$ cat src/idu_pkg.sv
package idu_pkg;

    localparam int XLEN     = 32;
    localparam int REG_AW   = 5;
    localparam int ALU_OP_W = 5;

    // major opcodes
    localparam logic [6:0] OPC_OP     = 7'b0110011;
    localparam logic [6:0] OPC_OP_IMM = 7'b0010011;
    localparam logic [6:0] OPC_LOAD   = 7'b0000011;
    localparam logic [6:0] OPC_STORE  = 7'b0100011;
    localparam logic [6:0] OPC_BRANCH = 7'b1100011;
    localparam logic [6:0] OPC_LUI    = 7'b0110111;
    localparam logic [6:0] OPC_AUIPC  = 7'b0010111;
    localparam logic [6:0] OPC_JAL    = 7'b1101111;
    localparam logic [6:0] OPC_JALR   = 7'b1100111;

    localparam logic [6:0] F7_NORM = 7'b0000000;
    localparam logic [6:0] F7_ALT  = 7'b0100000;

    // funct3 named after the arithmetic group, reused by branch and load/store
    localparam logic [2:0] F3_ADD  = 3'b000;
    localparam logic [2:0] F3_SLL  = 3'b001;
    localparam logic [2:0] F3_SLT  = 3'b010;
    localparam logic [2:0] F3_SLTU = 3'b011;
    localparam logic [2:0] F3_XOR  = 3'b100;
    localparam logic [2:0] F3_SR   = 3'b101;
    localparam logic [2:0] F3_OR   = 3'b110;
    localparam logic [2:0] F3_AND  = 3'b111;

    localparam logic [ALU_OP_W-1:0] ALU_NOP   = 5'd0;
    localparam logic [ALU_OP_W-1:0] ALU_ADD   = 5'd1;
    localparam logic [ALU_OP_W-1:0] ALU_SUB   = 5'd2;
    localparam logic [ALU_OP_W-1:0] ALU_SLT   = 5'd3;
    localparam logic [ALU_OP_W-1:0] ALU_SLTU  = 5'd4;
    localparam logic [ALU_OP_W-1:0] ALU_XOR   = 5'd5;
    localparam logic [ALU_OP_W-1:0] ALU_OR    = 5'd6;
    localparam logic [ALU_OP_W-1:0] ALU_AND   = 5'd7;
    localparam logic [ALU_OP_W-1:0] ALU_SLL   = 5'd8;
    localparam logic [ALU_OP_W-1:0] ALU_SRL   = 5'd9;
    localparam logic [ALU_OP_W-1:0] ALU_SRA   = 5'd10;
    localparam logic [ALU_OP_W-1:0] ALU_BEQ   = 5'd11;
    localparam logic [ALU_OP_W-1:0] ALU_BNE   = 5'd12;
    localparam logic [ALU_OP_W-1:0] ALU_BLT   = 5'd13;
    localparam logic [ALU_OP_W-1:0] ALU_BGE   = 5'd14;
    localparam logic [ALU_OP_W-1:0] ALU_BLTU  = 5'd15;
    localparam logic [ALU_OP_W-1:0] ALU_BGEU  = 5'd16;
    localparam logic [ALU_OP_W-1:0] ALU_LB    = 5'd17;
    localparam logic [ALU_OP_W-1:0] ALU_LH    = 5'd18;
    localparam logic [ALU_OP_W-1:0] ALU_LW    = 5'd19;
    localparam logic [ALU_OP_W-1:0] ALU_LBU   = 5'd20;
    localparam logic [ALU_OP_W-1:0] ALU_LHU   = 5'd21;
    localparam logic [ALU_OP_W-1:0] ALU_SB    = 5'd22;
    localparam logic [ALU_OP_W-1:0] ALU_SH    = 5'd23;
    localparam logic [ALU_OP_W-1:0] ALU_SW    = 5'd24;
    localparam logic [ALU_OP_W-1:0] ALU_LUI   = 5'd25;
    localparam logic [ALU_OP_W-1:0] ALU_AUIPC = 5'd26;
    localparam logic [ALU_OP_W-1:0] ALU_JAL   = 5'd27;
    localparam logic [ALU_OP_W-1:0] ALU_JALR  = 5'd28;

    typedef struct packed {
        logic [6:0] funct7; logic [4:0] rs2; logic [4:0] rs1;
        logic [2:0] funct3; logic [4:0] rd; logic [6:0] opcode;
    } fmt_r_t;

    typedef struct packed {
        logic [11:0] imm; logic [4:0] rs1; logic [2:0] funct3;
        logic [4:0] rd; logic [6:0] opcode;
    } fmt_i_t;

    typedef struct packed {
        logic [6:0] imm_11_5; logic [4:0] rs2; logic [4:0] rs1;
        logic [2:0] funct3; logic [4:0] imm_4_0; logic [6:0] opcode;
    } fmt_s_t;

    typedef struct packed {
        logic imm_12; logic [5:0] imm_10_5; logic [4:0] rs2; logic [4:0] rs1;
        logic [2:0] funct3; logic [3:0] imm_4_1; logic imm_11; logic [6:0] opcode;
    } fmt_b_t;

    typedef struct packed {
        logic [19:0] imm_31_12; logic [4:0] rd; logic [6:0] opcode;
    } fmt_u_t;

    typedef struct packed {
        logic imm_20; logic [9:0] imm_10_1; logic imm_11; logic [7:0] imm_19_12;
        logic [4:0] rd; logic [6:0] opcode;
    } fmt_j_t;

    typedef union packed {
        fmt_r_t r;
        fmt_i_t i;
        fmt_s_t s;
        fmt_b_t b;
        fmt_u_t u;
        fmt_j_t j;
    } instr_u;

    // one register write in flight
    typedef struct packed {
        logic              vld;
        logic [REG_AW-1:0] addr;
        logic [XLEN-1:0]   data;
    } wb_t;

    typedef struct packed {
        wb_t  wb;
        logic ld;
    } bypass_t;

    typedef struct packed {
        logic [XLEN-1:0]     src1;
        logic [XLEN-1:0]     src2;
        logic [XLEN-1:0]     pc;
        logic [XLEN-1:0]     br_st_imm;
        logic [REG_AW-1:0]   wb_addr;
        logic                wb_vld;
        logic [ALU_OP_W-1:0] alu_op;
    } issue_t;

endpackage

$ cat src/idu_op_decode.sv
`timescale 1ns/1ns

module idu_op_decode (
    input  idu_pkg::instr_u              ins_i,
    output logic [idu_pkg::ALU_OP_W-1:0] alu_op_o,
    output logic                         wb_vld_o,
    output logic                         use_rs1_o,
    output logic                         use_rs2_o,
    output logic                         src2_imm_o
);
    import idu_pkg::*;

    logic [6:0] opc;
    logic [2:0] f3;
    logic [6:0] f7;
    logic       fmt_r;
    logic       fmt_i;
    logic       fmt_s;
    logic       fmt_b;
    logic       fmt_u;
    logic       fmt_j;

    assign opc = ins_i.r.opcode;
    assign f3  = ins_i.r.funct3;
    assign f7  = ins_i.r.funct7;

    assign fmt_r = (opc == OPC_OP);
    assign fmt_i = (opc == OPC_OP_IMM) | (opc == OPC_LOAD) | (opc == OPC_JALR);
    assign fmt_s = (opc == OPC_STORE);
    assign fmt_b = (opc == OPC_BRANCH);
    assign fmt_u = (opc == OPC_LUI) | (opc == OPC_AUIPC);
    assign fmt_j = (opc == OPC_JAL);

    assign wb_vld_o   = fmt_r | fmt_i | fmt_u | fmt_j;
    assign use_rs1_o  = fmt_r | fmt_i | fmt_s | fmt_b;
    assign use_rs2_o  = fmt_r | fmt_s | fmt_b;
    assign src2_imm_o = fmt_i | fmt_u | fmt_j;

    always_comb begin
        logic plain;
        // immediate forms ignore funct7 except on shifts
        plain = (opc == OPC_OP_IMM) | (f7 == F7_NORM);
        alu_op_o = ALU_NOP;
        case (opc)
            OPC_OP, OPC_OP_IMM: begin
                case (f3)
                    F3_ADD: begin
                        if (plain) begin
                            alu_op_o = ALU_ADD;
                        end else if (fmt_r && f7 == F7_ALT) begin
                            alu_op_o = ALU_SUB;
                        end
                    end
                    F3_SLT:  alu_op_o = plain ? ALU_SLT : ALU_NOP;
                    F3_SLTU: alu_op_o = plain ? ALU_SLTU : ALU_NOP;
                    F3_XOR:  alu_op_o = plain ? ALU_XOR : ALU_NOP;
                    F3_OR:   alu_op_o = plain ? ALU_OR : ALU_NOP;
                    F3_AND:  alu_op_o = plain ? ALU_AND : ALU_NOP;
                    F3_SLL:  alu_op_o = (f7 == F7_NORM) ? ALU_SLL : ALU_NOP;
                    default: begin
                        if (f7 == F7_NORM) begin
                            alu_op_o = ALU_SRL;
                        end else if (f7 == F7_ALT) begin
                            alu_op_o = ALU_SRA;
                        end
                    end
                endcase
            end
            OPC_BRANCH: begin
                case (f3)
                    F3_ADD:  alu_op_o = ALU_BEQ;
                    F3_SLL:  alu_op_o = ALU_BNE;
                    F3_XOR:  alu_op_o = ALU_BLT;
                    F3_SR:   alu_op_o = ALU_BGE;
                    F3_OR:   alu_op_o = ALU_BLTU;
                    F3_AND:  alu_op_o = ALU_BGEU;
                    default: alu_op_o = ALU_NOP;
                endcase
            end
            OPC_LOAD: begin
                case (f3)
                    F3_ADD:  alu_op_o = ALU_LB;
                    F3_SLL:  alu_op_o = ALU_LH;
                    F3_SLT:  alu_op_o = ALU_LW;
                    F3_XOR:  alu_op_o = ALU_LBU;
                    F3_SR:   alu_op_o = ALU_LHU;
                    default: alu_op_o = ALU_NOP;
                endcase
            end
            OPC_STORE: begin
                case (f3)
                    F3_ADD:  alu_op_o = ALU_SB;
                    F3_SLL:  alu_op_o = ALU_SH;
                    F3_SLT:  alu_op_o = ALU_SW;
                    default: alu_op_o = ALU_NOP;
                endcase
            end
            OPC_LUI:   alu_op_o = ALU_LUI;
            OPC_AUIPC: alu_op_o = ALU_AUIPC;
            OPC_JAL:   alu_op_o = ALU_JAL;
            OPC_JALR:  alu_op_o = ALU_JALR;
            default:   alu_op_o = ALU_NOP;
        endcase
    end

endmodule

$ cat src/idu_imm_gen.sv
`timescale 1ns/1ns

module idu_imm_gen (
    input  idu_pkg::instr_u          ins_i,
    output logic [idu_pkg::XLEN-1:0] imm_o,
    output logic [idu_pkg::XLEN-1:0] br_st_imm_o
);
    import idu_pkg::*;

    logic [6:0]      opc;
    logic            fmt_i;
    logic            fmt_s;
    logic            fmt_b;
    logic            fmt_u;
    logic            fmt_j;
    logic [XLEN-1:0] imm_i;
    logic [XLEN-1:0] imm_s;
    logic [XLEN-1:0] imm_b;
    logic [XLEN-1:0] imm_u;
    logic [XLEN-1:0] imm_j;

    assign opc   = ins_i.r.opcode;
    assign fmt_i = (opc == OPC_OP_IMM) | (opc == OPC_LOAD) | (opc == OPC_JALR);
    assign fmt_s = (opc == OPC_STORE);
    assign fmt_b = (opc == OPC_BRANCH);
    assign fmt_u = (opc == OPC_LUI) | (opc == OPC_AUIPC);
    assign fmt_j = (opc == OPC_JAL);

    assign imm_i = {{(XLEN-12){ins_i.i.imm[11]}}, ins_i.i.imm};
    assign imm_s = {{(XLEN-12){ins_i.s.imm_11_5[6]}}, ins_i.s.imm_11_5, ins_i.s.imm_4_0};
    // branch and jump offsets are halfword aligned
    assign imm_b = {{(XLEN-13){ins_i.b.imm_12}}, ins_i.b.imm_12, ins_i.b.imm_11,
                    ins_i.b.imm_10_5, ins_i.b.imm_4_1, 1'b0};
    assign imm_u = {ins_i.u.imm_31_12, 12'h000};
    assign imm_j = {{(XLEN-21){ins_i.j.imm_20}}, ins_i.j.imm_20, ins_i.j.imm_19_12,
                    ins_i.j.imm_11, ins_i.j.imm_10_1, 1'b0};

    // formats are mutually exclusive, so an and-or select is enough
    assign imm_o = ({XLEN{fmt_i}} & imm_i)
                 | ({XLEN{fmt_s}} & imm_s)
                 | ({XLEN{fmt_b}} & imm_b)
                 | ({XLEN{fmt_u}} & imm_u)
                 | ({XLEN{fmt_j}} & imm_j);

    assign br_st_imm_o = ({XLEN{fmt_b}} & imm_b) | ({XLEN{fmt_s}} & imm_s);

endmodule

$ cat src/idu_fwd.sv
`timescale 1ns/1ns

module idu_fwd (
    input  logic [idu_pkg::REG_AW-1:0] rs1_i,
    input  logic [idu_pkg::REG_AW-1:0] rs2_i,
    input  logic                       use_rs1_i,
    input  logic                       use_rs2_i,
    input  idu_pkg::bypass_t           alu_byp_i,
    input  idu_pkg::bypass_t           lsu_byp_i,
    input  idu_pkg::wb_t               rf_wb_i,
    input  logic [idu_pkg::XLEN-1:0]   rf_src1_data_i,
    input  logic [idu_pkg::XLEN-1:0]   rf_src2_data_i,
    output logic [idu_pkg::XLEN-1:0]   src1_o,
    output logic [idu_pkg::XLEN-1:0]   src2_o,
    output logic                       ld_hazard_o
);
    import idu_pkg::*;

    logic [XLEN:0] sel1;
    logic [XLEN:0] sel2;

    // returns {load pending, operand}
    function automatic logic [XLEN:0] fwd_sel(
        input logic [REG_AW-1:0] rs,
        input logic              use_rs,
        input bypass_t           alu,
        input bypass_t           lsu,
        input wb_t               rf_wb,
        input logic [XLEN-1:0]   rf_data
    );
        logic live;
        logic alu_hit;
        logic lsu_hit;
        logic rf_hit;
        live    = use_rs & (rs != '0);
        alu_hit = live & alu.wb.vld & (alu.wb.addr == rs);
        lsu_hit = live & lsu.wb.vld & (lsu.wb.addr == rs);
        rf_hit  = live & rf_wb.vld & (rf_wb.addr == rs);
        // youngest producer wins
        if (alu_hit) begin
            fwd_sel = {alu.ld, alu.wb.data};
        end else if (lsu_hit) begin
            fwd_sel = {lsu.ld, lsu.wb.data};
        end else if (rf_hit) begin
            fwd_sel = {1'b0, rf_wb.data};
        end else begin
            fwd_sel = {1'b0, rf_data};
        end
    endfunction

    assign sel1 = fwd_sel(rs1_i, use_rs1_i, alu_byp_i, lsu_byp_i, rf_wb_i, rf_src1_data_i);
    assign sel2 = fwd_sel(rs2_i, use_rs2_i, alu_byp_i, lsu_byp_i, rf_wb_i, rf_src2_data_i);

    assign src1_o      = sel1[XLEN-1:0];
    assign src2_o      = sel2[XLEN-1:0];
    assign ld_hazard_o = sel1[XLEN] | sel2[XLEN];

endmodule

$ cat src/idu_issue_reg.sv
`timescale 1ns/1ns

module idu_issue_reg (
    input  logic            clk,
    input  logic            rst_n_i,
    input  logic            ifu_vld_i,
    input  logic            flush_i,
    input  logic            ld_hazard_i,
    input  logic            alu_rdy_i,
    input  idu_pkg::issue_t issue_i,
    output logic            ifu_rdy_o,
    output logic            alu_vld_o,
    output idu_pkg::issue_t issue_o
);
    import idu_pkg::*;

    logic   accept;
    logic   wb_vld_q;
    issue_t issue_q;

    // room when empty or draining this cycle
    assign ifu_rdy_o = (~alu_vld_o | alu_rdy_i) & ~ld_hazard_i;
    assign accept    = ifu_vld_i & ifu_rdy_o & ~flush_i;

    always_ff @(posedge clk) begin
        if (!rst_n_i) begin
            alu_vld_o <= 1'b0;
            wb_vld_q  <= 1'b0;
        end else begin
            alu_vld_o <= accept | (alu_vld_o & ~alu_rdy_i);
            if (accept) begin
                wb_vld_q <= issue_i.wb_vld;
            end
        end
    end

    always_ff @(posedge clk) begin
        if (accept) begin
            issue_q <= issue_i;
        end
    end

    // writeback flag comes from the reset copy
    always_comb begin
        issue_o        = issue_q;
        issue_o.wb_vld = wb_vld_q;
    end

endmodule

$ cat src/idu_top.sv
`timescale 1ns/1ns

module idu_top (
    input  logic                       clk,
    input  logic                       rst_n_i,
    input  logic                       ifu_vld_i,
    input  logic [idu_pkg::XLEN-1:0]   ifu_ins_i,
    input  logic [idu_pkg::XLEN-1:0]   ifu_pc_i,
    output logic                       ifu_rdy_o,
    input  logic                       alu_rdy_i,
    input  logic                       alu_flush_i,
    input  idu_pkg::bypass_t           alu_byp_i,
    input  idu_pkg::bypass_t           lsu_byp_i,
    input  idu_pkg::wb_t               rf_wb_i,
    input  logic [idu_pkg::XLEN-1:0]   rf_src1_data_i,
    input  logic [idu_pkg::XLEN-1:0]   rf_src2_data_i,
    output logic [idu_pkg::REG_AW-1:0] rf_src1_addr_o,
    output logic [idu_pkg::REG_AW-1:0] rf_src2_addr_o,
    output logic                       alu_vld_o,
    output idu_pkg::issue_t            alu_issue_o
);
    import idu_pkg::*;

    instr_u              ins;
    logic [ALU_OP_W-1:0] alu_op;
    logic                wb_vld;
    logic                use_rs1;
    logic                use_rs2;
    logic                src2_imm;
    logic [XLEN-1:0]     imm;
    logic [XLEN-1:0]     br_st_imm;
    logic [XLEN-1:0]     src1;
    logic [XLEN-1:0]     src2_reg;
    logic                ld_hazard;
    issue_t              issue_d;

    assign ins            = ifu_ins_i;
    assign rf_src1_addr_o = ins.r.rs1;
    assign rf_src2_addr_o = ins.r.rs2;

    idu_op_decode u_op_decode (
        .ins_i      (ins),
        .alu_op_o   (alu_op),
        .wb_vld_o   (wb_vld),
        .use_rs1_o  (use_rs1),
        .use_rs2_o  (use_rs2),
        .src2_imm_o (src2_imm)
    );

    idu_imm_gen u_imm_gen (
        .ins_i       (ins),
        .imm_o       (imm),
        .br_st_imm_o (br_st_imm)
    );

    idu_fwd u_fwd (
        .rs1_i          (ins.r.rs1),
        .rs2_i          (ins.r.rs2),
        .use_rs1_i      (use_rs1),
        .use_rs2_i      (use_rs2),
        .alu_byp_i      (alu_byp_i),
        .lsu_byp_i      (lsu_byp_i),
        .rf_wb_i        (rf_wb_i),
        .rf_src1_data_i (rf_src1_data_i),
        .rf_src2_data_i (rf_src2_data_i),
        .src1_o         (src1),
        .src2_o         (src2_reg),
        .ld_hazard_o    (ld_hazard)
    );

    // pre-register issue word, src2 taken from the immediate for I/U/J
    assign issue_d = '{
        src1:      src1,
        src2:      src2_imm ? imm : src2_reg,
        pc:        ifu_pc_i,
        br_st_imm: br_st_imm,
        wb_addr:   ins.r.rd,
        wb_vld:    wb_vld,
        alu_op:    alu_op
    };

    idu_issue_reg u_issue_reg (
        .clk         (clk),
        .rst_n_i     (rst_n_i),
        .ifu_vld_i   (ifu_vld_i),
        .flush_i     (alu_flush_i),
        .ld_hazard_i (ld_hazard),
        .alu_rdy_i   (alu_rdy_i),
        .issue_i     (issue_d),
        .ifu_rdy_o   (ifu_rdy_o),
        .alu_vld_o   (alu_vld_o),
        .issue_o     (alu_issue_o)
    );

endmodule

$ cat config.mk
export PLATFORM = sky130hd
export DESIGN_NAME = idu_top
export DESIGN_NICKNAME = d
export VERILOG_FILES = /design/src/idu_pkg.sv /design/src/idu_op_decode.sv /design/src/idu_imm_gen.sv /design/src/idu_fwd.sv /design/src/idu_issue_reg.sv /design/src/idu_top.sv
export SDC_FILE = /design/constraint.sdc
export NUM_CORES = 1
export LEC_CHECK = 0
export ABC_AREA = 1
export CAP_MARGIN = 25
export CORE_AREA = 3 3 156 158
export CTS_BUF_LIST = sky130_fd_sc_hd__clkbuf_8 sky130_fd_sc_hd__clkbuf_16
export CTS_CLUSTER_DIAMETER = 30
export DETAILED_ROUTE_END_ITERATION = 16
export DIE_AREA = 0 0 159 161
export DONT_BUFFER_PORTS = 1
export HOLD_SLACK_MARGIN = 0.02
export SYNTH_ARGS = -nofsm -noshare
export SYNTH_HDL_FRONTEND = slang
export SYNTH_SLANG_ARGS = --single-unit
$ cat constraint.sdc
create_clock -name clk -period 8 [get_ports clk]
set_clock_uncertainty 0.1 [all_clocks]
set_input_delay 2.4 -clock clk [delete_from_list [all_inputs] [get_ports clk]]
set_output_delay 2.4 -clock clk [all_outputs]
set_load 0.005 [all_outputs]
==> results.md <==
- RR Startpoint: u_issue_reg.alu_vld_o
- Fin. Hold Viols: 0
- Crit start category: primary input
- Non-filler cells in the finished layout: 1301
- Pwr dens: about 200 nW/um^2
- Worst skew pair latency: 0.42 ns
- Sink Count: 121
- Starting DRT DRC Count: around 660
- First-pass GRT wire length: 42.8 mm
- CTS Buf Count: 17
- Register area share after synthesis: 45.8%
- Largest net degree at the start of global routing: 64
- Mean area per synthesized cell: 7.73 um^2
- DRT antenna net count: 0
- Die area: 25600 um^2
- Slowest stage cell, crit path: a21oi_1
- Area contributors post-synth: edfxtp_1, nand2_1, inv_1
- Nets@finish: 1217
- Yosys warnings: 0
- Die X: 159 um
- Footprint of the multi-input gates: ~3300 um^2
- PortBufs: 0
- Crit-path max FO: 5
- Setup TNS: 0 ns
- Root buf cell: clkbuf_16
- Max-Cap Viols: 0
- Commonest non-fill, non-tap cell in the layout: nand2_1
- Critical path class: in2out
- Max-slew violation count: 0
- Max Clock Freq: 167 MHz
- Boundary pin count: 400
- Post-synthesis cell type count: 36
- CTS Hold Bufs: 0
- HPWL reported at the end of detailed placement: 22.0 mm
- Share of cells above drive strength 1: under 10%
- Critical Path Source: ifu_ins_i[1]
- FF/Latch Area: around 3600 um^2
- Static Leak: 0.00383 uW
- Antenna violations before repair: 2
- # placed instances: approximately 1300
- Synth Cell Area: about 8000 um^2
- Total gr overflow: 0
- Post-DP Area: 7890 um^2
- Worst path cell trace: nand2_1, nor2_2, nand2_1, nand3_2, nand3_1, nand2_1, a21oi_1, nand2_1, inv_1
- Pwr Total: approximately 1700 uW
- Register-to-Register Path Depth: 6
- Initial core utilization: 33.9%
- Slew margin rel.: between 30 and 40%
- Crit path largest cell delay: ~0.20 ns
- Most frequent cells in the layout: nand2_1, inv_1, edfxtp_1, a21oi_1, o21ai_1
- Setup violators final: 0
- Critical path required time: 5.50 ns
- Via/cell ratio: around 5.3
- Yosys reg bits: 121
- CTS tree: done
- Vias in the first global route: 6658
- Routed wire length: about 30 mm
- Rows: 56
- Status: finished, final reports clean
- Area Growth Syn to Fin: 8.07%
- Fill cell count: ~2500
- RSZ-0062 raised after global routing: false
- Vias: just under 7000
- Die span in y: 161 um
- Setup Fix Bufs, Post-CTS: 0
- H-Tree Depth: 4
- Hold crit path type: reg2reg
- Fin crit share: 74.9%
- Cell area after layout: 8520 um^2
- Largest delay share family, worst path: simple AND/OR/NAND/NOR gates
- Clock slew at reported path FFs: 0.07 ns
- Total Routing Usage GR: ~22%
- CORE AREA: 23300 um^2
- Worst slew pin tran: 0.958 ns
- Worst path bufs/invs: 1
- DRC viols: 0
- Critical path depth: 9
- Hold wc startpoint: u_issue_reg.wb_vld_q
- Total iterations of the first detailed-routing run: 5
- Synth area leader: edfxtp_1
- Gpl congestion: 0.874
- CTS max path bufs: 2
- Syn_nets: about 1300
- Fin Hold WS: approximately 0.44 ns
- WHS Path Cells: 4
- Syn Inst Count: 1021
- Minimum clock period: 5.99 ns
- Yosys top cell area share: 45.3%
- Crit end category: primary output
- Crit path top cell by count: nand2_1
- Post-DR wirelength/cell: ~22 um
- Post-cts sizing count: 0
- Peak VDD IR: 0.000122 V
- Arr. time, crit path: 3.49 ns
## layer usage
layer / global-route usage [%] / part of all wire, %
met1: 27.4 / 41
met2: 37.5 / 49
met3: 6.26 / 7.6
met4: 6.65 / 2.0
met5: 0 / 0.045
## synth_stat cells
cell type	number
edfxtp_1	119
o21ai_0	42
nor2_4	1
nor3_1	8
buf_6	4
buf_1	6
a21boi_1	1
o211ai_1	8
buf_2	25
o31ai_1	1
nand2_1	309
buf_4	32
nand3_2	2
a211oi_1	2
nor4_1	3
inv_2	16
clkinv_2	1
o2111ai_1	2
a22oi_2	21
xor2_1	10
clkbuf_1	13
nand4_1	6
nand3_1	51
and2_1	1
o21a_1	1
a21oi_1	72
inv_1	120
xnor2_1	2
o21ai_1	62
o21ai_2	2
nand2_2	2
a22oi_1	10
nor2_2	5
dfxtp_1	2
nor3_2	1
nor2_1	58
## worst min-delay path, stage by stage, from the launching register on
cell and delay (ns):
dfxtp_1 0.33, inv_1 0.05, nand2_1 0.04, inv_1 0.04, nor2_1 0.03
## path summary, 6_finish.rpt
kind | end | slack (ns)
worst max-delay path | ifu_rdy_o | 2.01
worst min-delay path | u_issue_reg.wb_vld_q | 0.44
worst max register to register | u_issue_reg.issue_o[46] | 5.60
worst min register to register | u_issue_reg.wb_vld_q | 0.44
## registers in the layout, indices dropped and copies added, names as in the netlist
register and flops:
u_issue_reg.issue_o 119, u_issue_reg.wb_vld_q 1, u_issue_reg.alu_vld_o 1
## power breakdown
part	internal, uW	switching [uW]	leakage [uW]	total, uW
Combinational	40.9	86.0	0.00241	127
Clock	529	325	0.000305	854
Sequential	733	19.8	0.00111	753
Total	1300	431	0.00383	1730
## cell families (layout without fill, tap and decap cells)
group,count (synthesis),count (layout),share of synthesized area [%]
flip-flops,121,121,45.8
AO/OA/AOI/OAI,224,224,17.1
XOR/XNOR,12,12,1.33
buffers and inverters,217,177,12.6
AND/OR/NAND/NOR,447,447,23.1
other,0,1,0
## layout make-up
| type | instances | share of cell area, % |
|---|---|---|
| Clock buffer | 17 | 4.99 |
| Clock inverter | 15 | 2.48 |
| Tap cell | 319 | 4.68 |
| Antenna cell | 1 | 0.0294 |
| Sequential cell | 121 | 42.4 |
| Multi-Input combinational cell | 683 | 38.5 |
| Inverter | 137 | 6.08 |
| Timing Repair Buffer | 8 | 0.851 |
## metrics by stage
step	util (%)	worst slack (ns)
global placement	33.8	2.06
CTS	36.6	2.02
global route	36.6	1.86
detailed placement	33.9	2.03
floorplan	-	1.69
finish	36.6	2.01
Power figures use the tool's default switching activity.
